$ cat src/source/tracker_defines.svh
`ifndef TRACKER_DEFINES_SVH
`define TRACKER_DEFINES_SVH

// screen coordinate widths
`define H_W 11 // horizontal count
`define V_W 10 // vertical count

`define COLOR_W 8 // one color channel

// pipeline depths, in clk_pixel cycles
`define CONV_LATENCY 3 // rgb in to ycrcb out
`define MASK_LATENCY 4 // pixel in to mask bits out

// fixed cb window for the saber target
`define SABER_CB_LO 8'h0E
`define SABER_CB_HI 8'h20

`define COUNT_W 20 // masked pixel count per frame
`define SUM_W 32 // coordinate sums, also divider step count

`endif

$ cat src/source/video_pkg.sv
`include "tracker_defines.svh"

package video_pkg;

  // 5-6-5 packed pixel, red in the top bits
  typedef logic [15:0] rgb565_t;

  // one expanded channel value
  typedef logic [`COLOR_W-1:0] color_t;

  // which channel the player threshold looks at
  // 3 and 7 are unused codes
  typedef enum logic [2:0] {
    CH_GREEN = 3'd0,
    CH_RED = 3'd1,
    CH_BLUE = 3'd2,
    CH_Y = 3'd4, // luma
    CH_CR = 3'd5, // red chroma
    CH_CB = 3'd6 // blue chroma
  } channel_sel_e;

endpackage

$ cat src/source/track_pkg.sv
`include "tracker_defines.svh"

package track_pkg;

  typedef logic [`H_W-1:0] hcount_t; // x position
  typedef logic [`V_W-1:0] vcount_t; // y position

  typedef logic [`COUNT_W-1:0] count_t; // pixels per frame
  typedef logic [`SUM_W-1:0] sum_t; // running coordinate sum

  // center of mass divider sequencing
  typedef enum logic [1:0] {
    COM_IDLE,
    COM_DIVIDE,
    COM_DONE
  } com_state_e;

endpackage

$ cat src/source/color_convert.sv
`timescale 1ns/10ps
`include "tracker_defines.svh"

module color_convert import video_pkg::*; (
  input logic clk_pixel,
  input logic sys_rst,
  input rgb565_t pixel,
  input logic pixel_valid,
  output color_t red,
  output color_t green,
  output color_t blue,
  output color_t y,
  output color_t cr,
  output color_t cb,
  output logic conv_valid
);

  color_t r_exp, g_exp, b_exp; // 8-bit channels from 5-6-5
  logic signed [17:0] r_s, g_s, b_s; // zero-extended for signed math

  // stage 1 products, all kept positive
  logic signed [17:0] yr_p, yg_p, yb_p;
  logic signed [17:0] cbr_p, cbg_p, cbb_p;
  logic signed [17:0] crr_p, crg_p, crb_p;

  // stage 2 rounded sums
  logic signed [17:0] y_sum, cb_sum, cr_sum;

  // rgb and valid ride alongside the math
  color_t red_pipe [`CONV_LATENCY];
  color_t green_pipe [`CONV_LATENCY];
  color_t blue_pipe [`CONV_LATENCY];
  logic [`CONV_LATENCY-1:0] valid_pipe;

  assign r_exp = {pixel[15:11], 3'b000};
  assign g_exp = {pixel[10:5], 2'b00};
  assign b_exp = {pixel[4:0], 3'b000};

  assign r_s = {10'b0, r_exp};
  assign g_s = {10'b0, g_exp};
  assign b_s = {10'b0, b_exp};

  always_ff @(posedge clk_pixel) begin
    yr_p <= r_s * 18'sd66; // luma weights
    yg_p <= g_s * 18'sd129;
    yb_p <= b_s * 18'sd25;
    cbr_p <= r_s * 18'sd38; // subtracted in stage 2
    cbg_p <= g_s * 18'sd74;
    cbb_p <= b_s * 18'sd112;
    crr_p <= r_s * 18'sd112;
    crg_p <= g_s * 18'sd94;
    crb_p <= b_s * 18'sd18;
    // +128 rounds before the shift
    y_sum <= yr_p + yg_p + yb_p + 18'sd128;
    cb_sum <= cbb_p - cbr_p - cbg_p + 18'sd128;
    cr_sum <= crr_p - crg_p - crb_p + 18'sd128;
    // arithmetic shift, offset, keep low byte
    y <= color_t'((y_sum >>> 8) + 18'sd16);
    cb <= color_t'((cb_sum >>> 8) + 18'sd128);
    cr <= color_t'((cr_sum >>> 8) + 18'sd128);
  end

  always_ff @(posedge clk_pixel) begin
    red_pipe[0] <= r_exp;
    green_pipe[0] <= g_exp;
    blue_pipe[0] <= b_exp;
    for (int i = 1; i < `CONV_LATENCY; i++) begin
      red_pipe[i] <= red_pipe[i-1];
      green_pipe[i] <= green_pipe[i-1];
      blue_pipe[i] <= blue_pipe[i-1];
    end
  end

  always_ff @(posedge clk_pixel) begin
    if (sys_rst) begin
      valid_pipe <= '0;
    end else begin
      valid_pipe <= {valid_pipe[`CONV_LATENCY-2:0], pixel_valid};
    end
  end

  assign red = red_pipe[`CONV_LATENCY-1];
  assign green = green_pipe[`CONV_LATENCY-1];
  assign blue = blue_pipe[`CONV_LATENCY-1];
  assign conv_valid = valid_pipe[`CONV_LATENCY-1];

endmodule

$ cat src/source/channel_mask.sv
`timescale 1ns/10ps
`include "tracker_defines.svh"

module channel_mask import video_pkg::*; (
  input logic clk_pixel,
  input logic sys_rst,
  input color_t red,
  input color_t green,
  input color_t blue,
  input color_t y,
  input color_t cr,
  input color_t cb,
  input logic conv_valid,
  input channel_sel_e channel_sel,
  input color_t lower_bound,
  input color_t upper_bound,
  output logic player_mask,
  output logic saber_mask
);

  color_t selected; // channel under the player threshold

  always_comb begin
    case (channel_sel)
      CH_GREEN: selected = green;
      CH_RED: selected = red;
      CH_BLUE: selected = blue;
      CH_Y: selected = y;
      CH_CR: selected = cr;
      CH_CB: selected = cb;
      default: selected = '0; // unused codes read as black
    endcase
  end

  // both windows inclusive at each end
  always_ff @(posedge clk_pixel) begin
    if (sys_rst) begin
      player_mask <= 1'b0;
      saber_mask <= 1'b0;
    end else begin
      player_mask <= conv_valid &&
                     (selected >= lower_bound) && (selected <= upper_bound);
      saber_mask <= conv_valid &&
                    (cb >= `SABER_CB_LO) && (cb <= `SABER_CB_HI); // fixed blue window
    end
  end

endmodule

$ cat src/source/bounding_box.sv
`timescale 1ns/10ps

module bounding_box import track_pkg::*; (
  input logic clk_pixel,
  input logic sys_rst,
  input hcount_t hcount,
  input vcount_t vcount,
  input logic frame_start,
  input logic player_mask,
  output hcount_t box_x_min,
  output hcount_t box_x_max,
  output vcount_t box_y_min,
  output vcount_t box_y_max,
  output logic box_found,
  output logic box_valid
);

  // running extent of the current frame
  hcount_t x_lo, x_hi;
  vcount_t y_lo, y_hi;
  logic seen; // any masked pixel yet this frame

  always_ff @(posedge clk_pixel) begin
    if (sys_rst) begin
      seen <= 1'b0;
      box_valid <= 1'b0;
      box_found <= 1'b0;
      box_x_min <= '0;
      box_x_max <= '0;
      box_y_min <= '0;
      box_y_max <= '0;
    end else begin
      box_valid <= frame_start; // one pulse per strobe
      if (frame_start) begin
        box_found <= seen;
        if (seen) begin // empty frame leaves old box in place
          box_x_min <= x_lo;
          box_x_max <= x_hi;
          box_y_min <= y_lo;
          box_y_max <= y_hi;
        end
        // strobe-cycle pixel opens the next frame
        seen <= player_mask;
        x_lo <= hcount;
        x_hi <= hcount;
        y_lo <= vcount;
        y_hi <= vcount;
      end else if (player_mask) begin
        seen <= 1'b1;
        x_lo <= (!seen || hcount < x_lo) ? hcount : x_lo;
        x_hi <= (!seen || hcount > x_hi) ? hcount : x_hi;
        y_lo <= (!seen || vcount < y_lo) ? vcount : y_lo;
        y_hi <= (!seen || vcount > y_hi) ? vcount : y_hi;
      end
    end
  end

endmodule

$ cat src/source/center_of_mass.sv
`timescale 1ns/10ps
`include "tracker_defines.svh"

module center_of_mass import track_pkg::*; (
  input logic clk_pixel,
  input logic sys_rst,
  input hcount_t hcount,
  input vcount_t vcount,
  input logic frame_start,
  input logic saber_mask,
  output hcount_t com_x,
  output vcount_t com_y,
  output logic com_valid
);

  sum_t sum_x, sum_y; // live accumulators
  count_t count;

  com_state_e state;
  logic [$clog2(`SUM_W):0] step; // divider bit index

  // dividends shift left, quotient bits fill in from the bottom
  sum_t quot_x, quot_y;
  count_t rem_x, rem_y;
  count_t divisor; // frozen pixel count

  logic [`COUNT_W:0] trial_x, trial_y; // remainder with next dividend bit
  logic fit_x, fit_y;

  assign trial_x = {rem_x, quot_x[`SUM_W-1]};
  assign trial_y = {rem_y, quot_y[`SUM_W-1]};
  assign fit_x = trial_x >= {1'b0, divisor};
  assign fit_y = trial_y >= {1'b0, divisor};

  always_ff @(posedge clk_pixel) begin
    if (sys_rst) begin
      sum_x <= '0;
      sum_y <= '0;
      count <= '0;
    end else if (frame_start) begin
      // restart, strobe-cycle pixel counts toward the new frame
      sum_x <= saber_mask ? sum_t'(hcount) : '0;
      sum_y <= saber_mask ? sum_t'(vcount) : '0;
      count <= count_t'(saber_mask);
    end else if (saber_mask) begin
      sum_x <= sum_x + sum_t'(hcount);
      sum_y <= sum_y + sum_t'(vcount);
      count <= count + 1'b1;
    end
  end

  always_ff @(posedge clk_pixel) begin
    if (sys_rst) begin
      state <= COM_IDLE;
      com_valid <= 1'b0;
      com_x <= '0;
      com_y <= '0;
    end else begin
      com_valid <= 1'b0;
      case (state)
        COM_IDLE: begin
          if (frame_start && count != '0) begin // nothing to divide on an empty frame
            state <= COM_DIVIDE;
          end
        end
        COM_DIVIDE: begin
          if (step == `SUM_W - 1) begin
            state <= COM_DONE;
          end
        end
        COM_DONE: begin
          com_valid <= 1'b1;
          com_x <= hcount_t'(quot_x); // average always fits the screen
          com_y <= vcount_t'(quot_y);
          state <= COM_IDLE;
        end
        default: state <= COM_IDLE;
      endcase
    end
  end

  // restoring divide, one quotient bit per cycle for both axes
  always_ff @(posedge clk_pixel) begin
    if (state == COM_IDLE) begin
      quot_x <= sum_x; // snapshot
      quot_y <= sum_y;
      divisor <= count;
      rem_x <= '0;
      rem_y <= '0;
      step <= '0;
    end else if (state == COM_DIVIDE) begin
      rem_x <= fit_x ? count_t'(trial_x - {1'b0, divisor}) : count_t'(trial_x);
      rem_y <= fit_y ? count_t'(trial_y - {1'b0, divisor}) : count_t'(trial_y);
      quot_x <= {quot_x[`SUM_W-2:0], fit_x};
      quot_y <= {quot_y[`SUM_W-2:0], fit_y};
      step <= step + 1'b1;
    end
  end

endmodule

$ cat src/source/object_tracker.sv
`timescale 1ns/10ps
`include "tracker_defines.svh"

module object_tracker import video_pkg::*, track_pkg::*; (
  input logic clk_pixel,
  input logic sys_rst,
  input rgb565_t pixel,
  input logic pixel_valid,
  input hcount_t hcount,
  input vcount_t vcount,
  input logic new_frame, // before the first pixel of a frame
  input channel_sel_e channel_sel,
  input color_t lower_bound,
  input color_t upper_bound,
  output hcount_t box_x_min,
  output hcount_t box_x_max,
  output vcount_t box_y_min,
  output vcount_t box_y_max,
  output logic box_found,
  output logic box_valid,
  output hcount_t com_x,
  output vcount_t com_y,
  output logic com_valid
);

  color_t red, green, blue, y, cr, cb;
  logic conv_valid;
  logic player_mask, saber_mask;

  // coordinates and strobe held back to line up with the masks
  hcount_t hcount_pipe [`MASK_LATENCY];
  vcount_t vcount_pipe [`MASK_LATENCY];
  logic [`MASK_LATENCY-1:0] new_frame_pipe;

  always_ff @(posedge clk_pixel) begin
    hcount_pipe[0] <= hcount;
    vcount_pipe[0] <= vcount;
    for (int i = 1; i < `MASK_LATENCY; i++) begin
      hcount_pipe[i] <= hcount_pipe[i-1];
      vcount_pipe[i] <= vcount_pipe[i-1];
    end
  end

  always_ff @(posedge clk_pixel) begin
    if (sys_rst) begin
      new_frame_pipe <= '0; // no stray strobe out of reset
    end else begin
      new_frame_pipe <= {new_frame_pipe[`MASK_LATENCY-2:0], new_frame};
    end
  end

  color_convert color_convert_i (
    .clk_pixel(clk_pixel), .sys_rst(sys_rst),
    .pixel(pixel), .pixel_valid(pixel_valid),
    .red(red), .green(green), .blue(blue),
    .y(y), .cr(cr), .cb(cb),
    .conv_valid(conv_valid)
  );

  channel_mask channel_mask_i (
    .clk_pixel(clk_pixel), .sys_rst(sys_rst),
    .red(red), .green(green), .blue(blue),
    .y(y), .cr(cr), .cb(cb),
    .conv_valid(conv_valid), .channel_sel(channel_sel),
    .lower_bound(lower_bound), .upper_bound(upper_bound),
    .player_mask(player_mask), .saber_mask(saber_mask)
  );

  bounding_box bounding_box_i (
    .clk_pixel(clk_pixel), .sys_rst(sys_rst),
    .hcount(hcount_pipe[`MASK_LATENCY-1]), .vcount(vcount_pipe[`MASK_LATENCY-1]),
    .frame_start(new_frame_pipe[`MASK_LATENCY-1]), .player_mask(player_mask),
    .box_x_min(box_x_min), .box_x_max(box_x_max),
    .box_y_min(box_y_min), .box_y_max(box_y_max),
    .box_found(box_found), .box_valid(box_valid)
  );

  center_of_mass center_of_mass_i (
    .clk_pixel(clk_pixel), .sys_rst(sys_rst),
    .hcount(hcount_pipe[`MASK_LATENCY-1]), .vcount(vcount_pipe[`MASK_LATENCY-1]),
    .frame_start(new_frame_pipe[`MASK_LATENCY-1]), .saber_mask(saber_mask),
    .com_x(com_x), .com_y(com_y), .com_valid(com_valid)
  );

endmodule

$ cat config.mk
export PLATFORM = sky130hd
export DESIGN_NAME = object_tracker
export DESIGN_NICKNAME = d
export VERILOG_FILES = /design/src/source/video_pkg.sv /design/src/source/track_pkg.sv /design/src/source/color_convert.sv /design/src/source/channel_mask.sv /design/src/source/bounding_box.sv /design/src/source/center_of_mass.sv /design/src/source/object_tracker.sv
export VERILOG_INCLUDE_DIRS = /design/src /design/src/source
export SDC_FILE = /design/constraint.sdc
export NUM_CORES = 1
export LEC_CHECK = 0
export BUFFER_PORTS_ARGS = -buffer_cell sky130_fd_sc_hd__buf_2
export CORE_MARGIN = 5
export CORE_UTILIZATION = 30
export DETAILED_ROUTE_END_ITERATION = 7
export PLACE_DENSITY = 0.52
export SLEW_MARGIN = 30
export SYNTH_ARGS = -nofsm -noshare
export SYNTH_HDL_FRONTEND = slang
export SYNTH_SLANG_ARGS = --single-unit
$ cat constraint.sdc
create_clock -name clk_pixel -period 3.87 [get_ports clk_pixel]
set_input_delay 0.774 -clock clk_pixel [delete_from_list [all_inputs] [get_ports clk_pixel]]
set_output_delay 0.774 -clock clk_pixel [all_outputs]
set_load 0.01 [all_outputs]
==> impl_metrics.json, run 1 <==
{
  "status": "finished clean",
  "cap_violations": 0,
  "setup_violations": 0,
  "syn-num-nets": 2961,
  "cts_made_buffers": 61,
  "relSlewSlack": 0.416,
  "end_kind": "register",
  "clock_latency_ps": 650,
  "die_x_microns": 308,
  "power_leakage_nw": 13.7,
  "final_max_slew_viol_count": 0,
  "synth_top_area_share": 0.332,
  "clock-sinks": 569,
  "power_density_nw_per_um2": 529,
  "synthTopCellsByArea": "dfxtp_1 (33%), edfxtp_1 (14%), ha_1 (13%)",
  "fin_crit_ps": 3370,
  "vias_per_cell": 4.47,
  "final_cell_mix": "dfxtp_1 (441), ha_1 (275), inv_1 (237), nand2_1 (237), a21oi_1 (211)",
  "initial_utilization": 0.302,
  "io_buffers": 125,
  "row_count": 109,
  "drive_above_1_share": 0.134,
  "htree_levels": 2,
  "worstPathRequired_ps": 4410,
  "tightest_slew_ps": 876,
  "hold_path.startpoint": "hcount[2]",
  "grt_overflow": 0,
  "synth_flop_cell": "dfxtp_1",
  "antenna_cells": 0,
  "ir_worst_vdd_uv": 334,
  "grt_pass1_wl_microns": 94200,
  "cp_max_fo": 2,
  "ctsResizeCount": 0,
  "grt_usage": 0.121,
  "final_common_cell": "dfxtp_1",
  "hold_ws_ps": 226,
  "cp-start-kind": "input port",
  "grt_antenna_before_repair": 2,
  "die_y_microns": 308,
  "dr_total_vias": 17700,
  "yosysWarnings": 0,
  "synthDistinctLibCells": 77,
  "place.gp.congestion": 0.782,
  "design.die.area_sq_um": 95000,
  "areaGrowthSynthToFinish_pct": 16.2,
  "path_clk_slew_ps": 60,
  "rr_startpoint": "color_convert_i.yg_p[13]$_DFF_P_",
  "drtPass1Iterations": 5,
  "seq_area_frac_synth": 0.474,
  "cts_tree": "yes",
  "avgSynthCellArea_sq_um": 10.4,
  "place_area_sq_um": 28900,
  "finalWirelength_microns": 57500,
  "ctsHoldBuffers": 0,
  "core_region_area_sq_um": 88400,
  "fin_area_sq_um": 31000,
  "synthCells": 2575,
  "first_global_vias": 17700,
  "nNetsFinal": 3123,
  "cp.arrival_ps": 3910,
  "root_buffer": "clkbuf_16",
  "synth-edff-count": 126,
  "cts_setup_buffers": 0,
  "syn_area_sq_um": 26700,
  "synthArstFlopShare": 0,
  "holdCritPathClass": "in2reg",
  "ios": 126,
  "finalHoldViolations": 0,
  "drt_iter0_drc": 863,
  "rsz0062_at_grt": "no",
  "dp_hpwl_microns": 42300,
  "clockBufferDepth": 3,
  "drc": 0,
  "ant_nets": 0,
  "skew_ps": 46.8,
  "fmax_ghz": 0.297,
  "wl_per_cell_microns": 14.5,
  "grt_max_degree": 67,
  "synth_top_cell_by_area": "dfxtp_1",
  "crit_start": "pixel[7]",
  "timing.final.crit_share": 0.870,
  "ys_ff_latch": 569,
  "worstSetupPathType": "in2reg"
}
## synthesized netlist by cell type, drive strengths merged, types with 4 or more instances
master / n
clkbuf: 65
a21boi: 9
a31oi: 17
mux2i: 41
xnor2: 76
a221oi: 7
o21a: 21
nor2: 155
or2: 10
nand4: 28
and2: 7
o211ai: 8
and4: 9
nor4: 10
ha: 275
buf: 12
a211oi: 16
nand3b: 4
nor3b: 4
or4: 5
o21bai: 18
dfxtp: 443
a21o: 40
nand2: 237
inv: 238
nor2b: 35
a2111oi: 5
nor4b: 4
xor2: 70
edfxtp: 126
and3: 14
or3: 7
a22o: 7
fa: 51
mux2: 64
o21ai: 93
nand3: 38
o31ai: 8
nand2b: 19
a21oi: 214
nor3: 23
## power breakdown
| part | leakage, nW | internal (mW) | switching, mW |
|---|---|---|---|
| logic | 7.61 | 1.71 | 1.97 |
| clock network | 1.01 | 3.36 | 2.50 |
| registers | 5.07 | 6.61 | 0.238 |
## per-stage QoR
| stage | total power, mW | util | std cells | worst slack, ps | setup TNS (ps) |
|---|---|---|---|---|---|
| floorplan | 9.66 | - | 2575 | 79.8 | 0 |
| global placement | 10.7 | 0.327 | 3838 | -111 | -164 |
| detailed placement | 10.7 | 0.327 | 3838 | -136 | -193 |
| CTS | 16.7 | 0.351 | 3953 | 536 | 0 |
| global route | 17.5 | 0.351 | 3954 | 346 | 0 |
| finish | 16.4 | 0.351 | 3954 | 504 | 0 |
## cell type report
type                       instances  area (sq um)
inverter                         238           893
sequential                       569         12700
clock inverter                    35           319
clock buffer                      80          1750
timing repair buffer             176          1070
fill                            8968         57400
tap                             1165          1460
multi-input combinational       1691         12900
## worst max-delay path, cell delays in order
cell and delay [ps]:
buf_2 90, inv_1 60, fa_1 530, inv_1 40, ha_1 260, inv_1 50, fa_1 530, inv_1 60
fa_1 440, a21o_1 200, a21oi_1 200, o21bai_1 90, a21oi_1 190, o21bai_1 80, a21oi_1 170, xnor2_1 130
## registers in the layout (all words and copies together) (netlist names), 12 cells and up
signal and flops:
center_of_mass_i.quot_y 32, center_of_mass_i.divisor 20, center_of_mass_i.sum_y 32, center_of_mass_i.count 20, color_convert_i.blue_pipe 12, center_of_mass_i.rem_y 20
center_of_mass_i.quot_x 32, vcount_pipe 40, hcount_pipe 44, center_of_mass_i.sum_x 32, center_of_mass_i.rem_x 20
## logic make-up (layout without fill, tap and decap cells)
family                   Yosys count  in the layout  share of synthesized area
multiplexers                     105            105                     0.0424
AO/OA/AOI/OAI                    501            501                      0.117
adder cells (fa/ha/maj)          328            328                      0.168
XOR/XNOR                         146            146                     0.0479
buffers and inverters            315            529                     0.0448
AND/OR/NAND/NOR                  611            611                      0.106
flip-flops                       569            569                      0.474
## per-layer routing
metal,share of wire,GRT usage,vias to the layer above
met2,0.47,0.205,198
met1,0.47,0.162,8201
met4,0.019,0.0273,0
li1,-,-,9222
met5,0,0,-
met3,0.035,0.0198,71
## worst paths after layout
check                                      end  slack [ps]  cells after the start
max reg2reg  color_convert_i.y_sum[15]$_DFF_P_         590                     14
min reg2reg          hcount_pipe[2][1]$_DFF_P_         310                      0
min                  hcount_pipe[0][2]$_DFF_P_         230                      1
max          color_convert_i.crg_p[14]$_DFF_P_         500                     16
(Power assumes the default switching activity.)
==> inputs of run 2 (changes only) <==
REMOVE_ABC_BUFFERS = 1   (was default)
==> run 2 against run 1 <==
Net effect: combinational power decreased by 3%; first-iteration DRC count decreased by 19%; clock-buffer cell count increased by 14; routed wire length increased by 2.1%; worst setup slack improved by 52 ps; maximum frequency increased by 1.6%; sequential power about the same; non-clock buffer count decreased by 7; critical path depth unchanged; critical path type unchanged; critical endpoint unchanged.
==> impl_metrics.json, run 2 (synthesis results as in run 1) <==
{
  "dp_slack_ps": -111,
  "power_density_nw_per_um2": 547,
  "ir_worst_vdd_uv": 451,
  "finalWirelength_microns": 58700,
  "fin_area_sq_um": 31200,
  "relSlewSlack": 0.392,
  "place.gp.congestion": 0.799,
  "cp-start-kind": "input port",
  "vias_per_cell": 4.52,
  "p_total_mw": 17.1,
  "root_buffer": "clkbuf_16",
  "cp_max_fo": 2,
  "initial_utilization": 0.302,
  "cp.arrival_ps": 3870,
  "core_region_area_sq_um": 88400,
  "reg.largest.list": "hcount_pipe x44, vcount_pipe x40",
  "ctsHoldBuffers": 0,
  "ios": 126,
  "htree_levels": 3,
  "skew_ps": 44.6,
  "dp_hpwl_microns": 42900,
  "power_leakage_nw": 13.8,
  "finalHoldViolations": 0,
  "clock-sinks": 569,
  "io_buffers": 125,
  "grt_antenna_before_repair": 2,
  "dr_total_vias": 17900,
  "antenna_cells": 0,
  "ant_nets": 0,
  "grt_pass1_wl_microns": 94700,
  "final.setup.worst_slack_ps": 556,
  "grt_overflow": 0,
  "regMostFlops": "hcount_pipe",
  "hold_ws_ps": 252,
  "worstPathRequired_ps": 4420,
  "grt_max_degree": 53,
  "drtPass1Iterations": 5,
  "cts_setup_buffers": 0,
  "place_area_sq_um": 28800,
  "die_y_microns": 308,
  "clockBufferDepth": 3,
  "largest_reg_flops": 44,
  "first_global_vias": 17600,
  "drt_iter0_drc": 701,
  "final_cell_mix": "dfxtp_1 (441), ha_1 (275), inv_1 (237), nand2_1 (237), a21oi_1 (210)",
  "drive_above_1_share": 0.133,
  "wl_per_cell_microns": 14.8,
  "cts_made_buffers": 66,
  "setup_tns_ps": 0,
  "path_clk_slew_ps": 60,
  "grt_usage": 0.123,
  "ctsResizeCount": 0,
  "end_kind": "register",
  "tightest_slew_ps": 910,
  "design.die.area_sq_um": 95000,
  "reg2reg_slack_ps": 560,
  "fmax_ghz": 0.302,
  "fin_crit_ps": 3310,
  "areaGrowthSynthToFinish_pct": 17.0,
  "rsz0062_at_grt": "no",
  "nNetsFinal": 3121,
  "status": "finished clean",
  "final_common_cell": "dfxtp_1",
  "row_count": 109,
  "final_max_slew_viol_count": 0,
  "cap_violations": 0,
  "timing.final.crit_share": 0.856,
  "fill_cells": 8982,
  "worstSetupPathType": "in2reg",
  "drc": 0,
  "cts_tree": "yes",
  "clock_latency_ps": 630,
  "holdCritPathClass": "in2reg",
  "setup_violations": 0,
  "die_x_microns": 308
}
==> run 2: cell count changes in the layout (fill, tap and decap cells not counted), moves of 5 or more <==
cell,delta
buf_4,-5
clkbuf_1,+5
clkinv_2,-6
clkbuf_8,+5
clkinv_1,-5
==> run 2: final timing paths <==
| path | to | from | cells past startpoint |
|---|---|---|---|
| worst max-delay path | color_convert_i.crg_p[14]$_DFF_P_ | pixel[7] | 16 |
| worst min-delay path | vcount_pipe[0][6]$_DFF_P_ | vcount[6] | 1 |
| worst max register to register | color_convert_i.y_sum[15]$_DFF_P_ | color_convert_i.yg_p[13]$_DFF_P_ | 14 |
| worst min register to register | vcount_pipe[3][8]$_DFF_P_ | vcount_pipe[2][8]$_DFF_P_ | 0 |
==> run 2: critical path: stages <==
cell,delay (ps)
buf_2,90
inv_1,60
fa_1,530
inv_1,50
ha_1,260
inv_1,50
fa_1,520
inv_1,60
fa_1,430
a21o_1,200
a21oi_1,190
o21bai_1,90
a21oi_1,190
o21bai_1,80
a21oi_1,170
xnor2_1,130
==> run 2: area by class of cell <==
| cell class | instances | area (sq um) | share of cell area |
|---|---|---|---|
| clock buffer | 94 | 1940 | 0.0622 |
| clock inverter | 27 | 439 | 0.0141 |
| inverter | 238 | 893 | 0.0286 |
| multi-input combinational | 1691 | 12900 | 0.412 |
| sequential | 569 | 12700 | 0.405 |
| tap | 1165 | 1460 | 0.0467 |
| timing repair buffer | 169 | 983 | 0.0315 |
==> run 2: layer usage <==
metal | up-vias | wire length (microns) | track usage
li1 | 9187 | - | -
met1 | 8360 | 28000 | 0.163
met2 | 232 | 27000 | 0.203
met3 | 85 | 2250 | 0.0254
met4 | 2 | 1470 | 0.0352
met5 | - | 13 | 0
==> run 2: power breakdown <==
part,switching (mW),internal [mW]
Sequential,0.257,6.61
Clock,2.66,3.98
Combinational,1.88,1.70
==> run 2: per-stage QoR <==
step,utilization,std cells
2_1_floorplan,-,2498
3_3_place_gp,0.326,3832
3_5_place_dp,0.326,3832
4_1_cts,0.353,3953
5_1_grt,0.353,3953
6_report,0.353,3953
==> inputs of run 3 (changes only) <==
ABC_AREA = 1   (was default)
SLEW_MARGIN = 0   (was 30)
==> run 3 against run 2 <==
Net effect: global-route usage is 1.5 points higher; first-iteration DRC count is 58% higher; sequential cell count stayed put; critical path type unchanged; clock-buffer cell count is 4 lower.
==> impl_metrics.json, run 3 <==
{
  "status": "finished clean",
  "holdCritPathClass": "in2reg",
  "pwr-share-seq": 0.401,
  "rsz0062_at_grt": "no",
  "power_density_nw_per_um2": 528,
  "synth_flop_cell": "dfxtp_1",
  "grt_pass1_wl_microns": 111000,
  "cp-start-kind": "input port",
  "fill_cells": 9629,
  "core_region_area_sq_um": 93200,
  "ys_ff_latch": 569,
  "largest_reg_flops": 44,
  "synthCells": 3294,
  "nNetsFinal": 3828,
  "first_global_vias": 21000,
  "drtPass1Iterations": 5,
  "cts_setup_buffers": 0,
  "ios": 126,
  "yosysWarnings": 0,
  "final_common_cell": "nand2_1",
  "areaGrowthSynthToFinish_pct": 15.8,
  "seq_area_sq_um": 12700,
  "final_max_slew_viol_count": 0,
  "pwr-share-comb": 0.217,
  "grt_antenna_before_repair": 3,
  "row_count": 112,
  "cts_tree": "yes",
  "regMostFlops": "hcount_pipe",
  "synth-edff-count": 126,
  "synthArstFlopShare": 0,
  "tightest_slew_ps": 1020,
  "grt_overflow": 0,
  "worstSetupPathType": "in2reg",
  "skew_ps": 22.9,
  "synthDistinctLibCells": 58,
  "power_leakage_nw": 15.5,
  "ctsResizeCount": 0,
  "final_cell_mix": "nand2_1 (671), dfxtp_1 (443), inv_1 (436)",
  "clock-sinks": 569,
  "timing.final.crit_share": 0.826,
  "fin_util": 0.349,
  "ir_worst_vdd_uv": 290,
  "synthTopCellsByArea": "dfxtp_1 (32%), edfxtp_1 (13%), ha_1 (12%)",
  "dp_hpwl_microns": 52000,
  "synth_top_cell_by_area": "dfxtp_1",
  "cp.arrival_ps": 3690,
  "design.die.area_sq_um": 99800,
  "cp_max_fo": 2,
  "ant_nets": 0,
  "p_total_mw": 17.2,
  "end_kind": "register",
  "drive_above_1_share": 0.0861,
  "p_int_mw": 12.1,
  "synthTopCellsByCount": "nand2_1 (671), dfxtp_1 (443), inv_1 (439)",
  "yosysMostFrequentCell": "nand2_1",
  "ctsHoldBuffers": 0,
  "cts_made_buffers": 67,
  "fin_crit_ps": 3200,
  "setup_violations": 0,
  "relSlewSlack": 0.320,
  "htree_levels": 3,
  "fmax_ghz": 0.313,
  "place_area_sq_um": 30200,
  "syn_area_sq_um": 28100,
  "multi_input_comb_area_sq_um": 13500,
  "drc": 0,
  "grt_usage": 0.138,
  "drt_iter0_drc": 1110,
  "initial_utilization": 0.301,
  "cap_violations": 0,
  "reg.largest.list": "hcount_pipe x44, vcount_pipe x40",
  "hold_ws_ps": 248,
  "die_x_microns": 316,
  "dr_total_vias": 21200,
  "synth_top_area_share": 0.316,
  "switchingPower_mw": 5.12,
  "clockBufferDepth": 3,
  "seq_area_frac_synth": 0.450,
  "grt_max_degree": 69,
  "clock_power_share": 0.382,
  "finalHoldViolations": 0,
  "clock_latency_ps": 620,
  "vias_per_cell": 4.46,
  "root_buffer": "clkbuf_16",
  "wl_per_cell_microns": 14.4,
  "place.gp.congestion": 0.857,
  "fin_area_sq_um": 32500,
  "swShare": 0.298,
  "io_buffers": 125,
  "worstPathRequired_ps": 4370,
  "die_y_microns": 316,
  "path_clk_slew_ps": 60,
  "avgSynthCellArea_sq_um": 8.53,
  "finalWirelength_microns": 68600
}
## run 3: cell count changes after synthesis, sizes merged, moves of 35 or more
cell / delta
inv: +203
mux2: -64
mux2i: -41
nand2: +440
nand3: +93
nor2: +170
nor2b: -35
o21ai: +138
xnor2: -47
## run 3: metal layers
metal / GRT usage / part of all wire
met2: 0.231 / 0.47
met5: 0 / 0
met4: 0.0382 / 0.019
met1: 0.182 / 0.47
met3: 0.0285 / 0.047
## run 3: stage by stage
stage	TNS (ps)	cells	worst slack (ps)
finish	0	4752	675
floorplan	-60940	3222	-956
CTS	0	4751	720
detailed placement	0	4627	49.7
global route	0	4751	473
global placement	0	4627	32.5
## run 3: worst max-delay path: stages
cell and delay (ps):
buf_2 90, inv_1 70, fa_1 530, inv_1 40, ha_1 260, inv_1 50, fa_1 530, inv_1 70
fa_1 470, nand3_1 110, nand3_1 110, nand2_1 80, nand2_1 40, nand2_1 50, nand2_1 80, a21oi_1 140
o21bai_1 80, xor2_1 140
## run 3: logic make-up after synthesis
kind of cell	after synthesis	synth area share
buffers and inverters	516	0.0711
XOR/XNOR	92	0.0287
adder cells (fa/ha/maj)	326	0.159
AND/OR/NAND/NOR	1250	0.186
AO/OA/AOI/OAI	541	0.105
flip-flops	569	0.450
## run 3: worst paths after layout
check | startpoint | to | slack, ps | cells past startpoint
worst max-delay path | pixel[7] | color_convert_i.crg_p[14]$_DFF_P_ | 670 | 18
worst min-delay path | hcount[0] | hcount_pipe[0][0]$_DFF_P_ | 250 | 1
worst max register to register | color_convert_i.yr_p[9]$_DFF_P_ | color_convert_i.y_sum[14]$_DFF_P_ | 1190 | 8
worst min register to register | hcount_pipe[0][5]$_DFF_P_ | hcount_pipe[1][5]$_DFF_P_ | 310 | 0
## run 3: final cells by class
cell class / count / share of cell area
diodes: 1 / 0.0000769
clock buffers: 90 / 0.0587
clock inverters: 34 / 0.0134
inverters: 444 / 0.0512
multi-input cells: 2209 / 0.414
flip-flops and latches: 569 / 0.389
well taps: 1254 / 0.0482
repair buffers: 151 / 0.0260
## run 3: power by group through the flow
stage                     registers [mW]  logic, mW  clock network (mW)
after floorplan                     6.87       2.88                   0
after global placement              7.04       3.75                   0
after detailed placement            7.04       3.73                   0
after CTS                           6.91       3.77                6.80
after global routing                6.94       4.37                7.05
final                               6.89       3.73                6.57
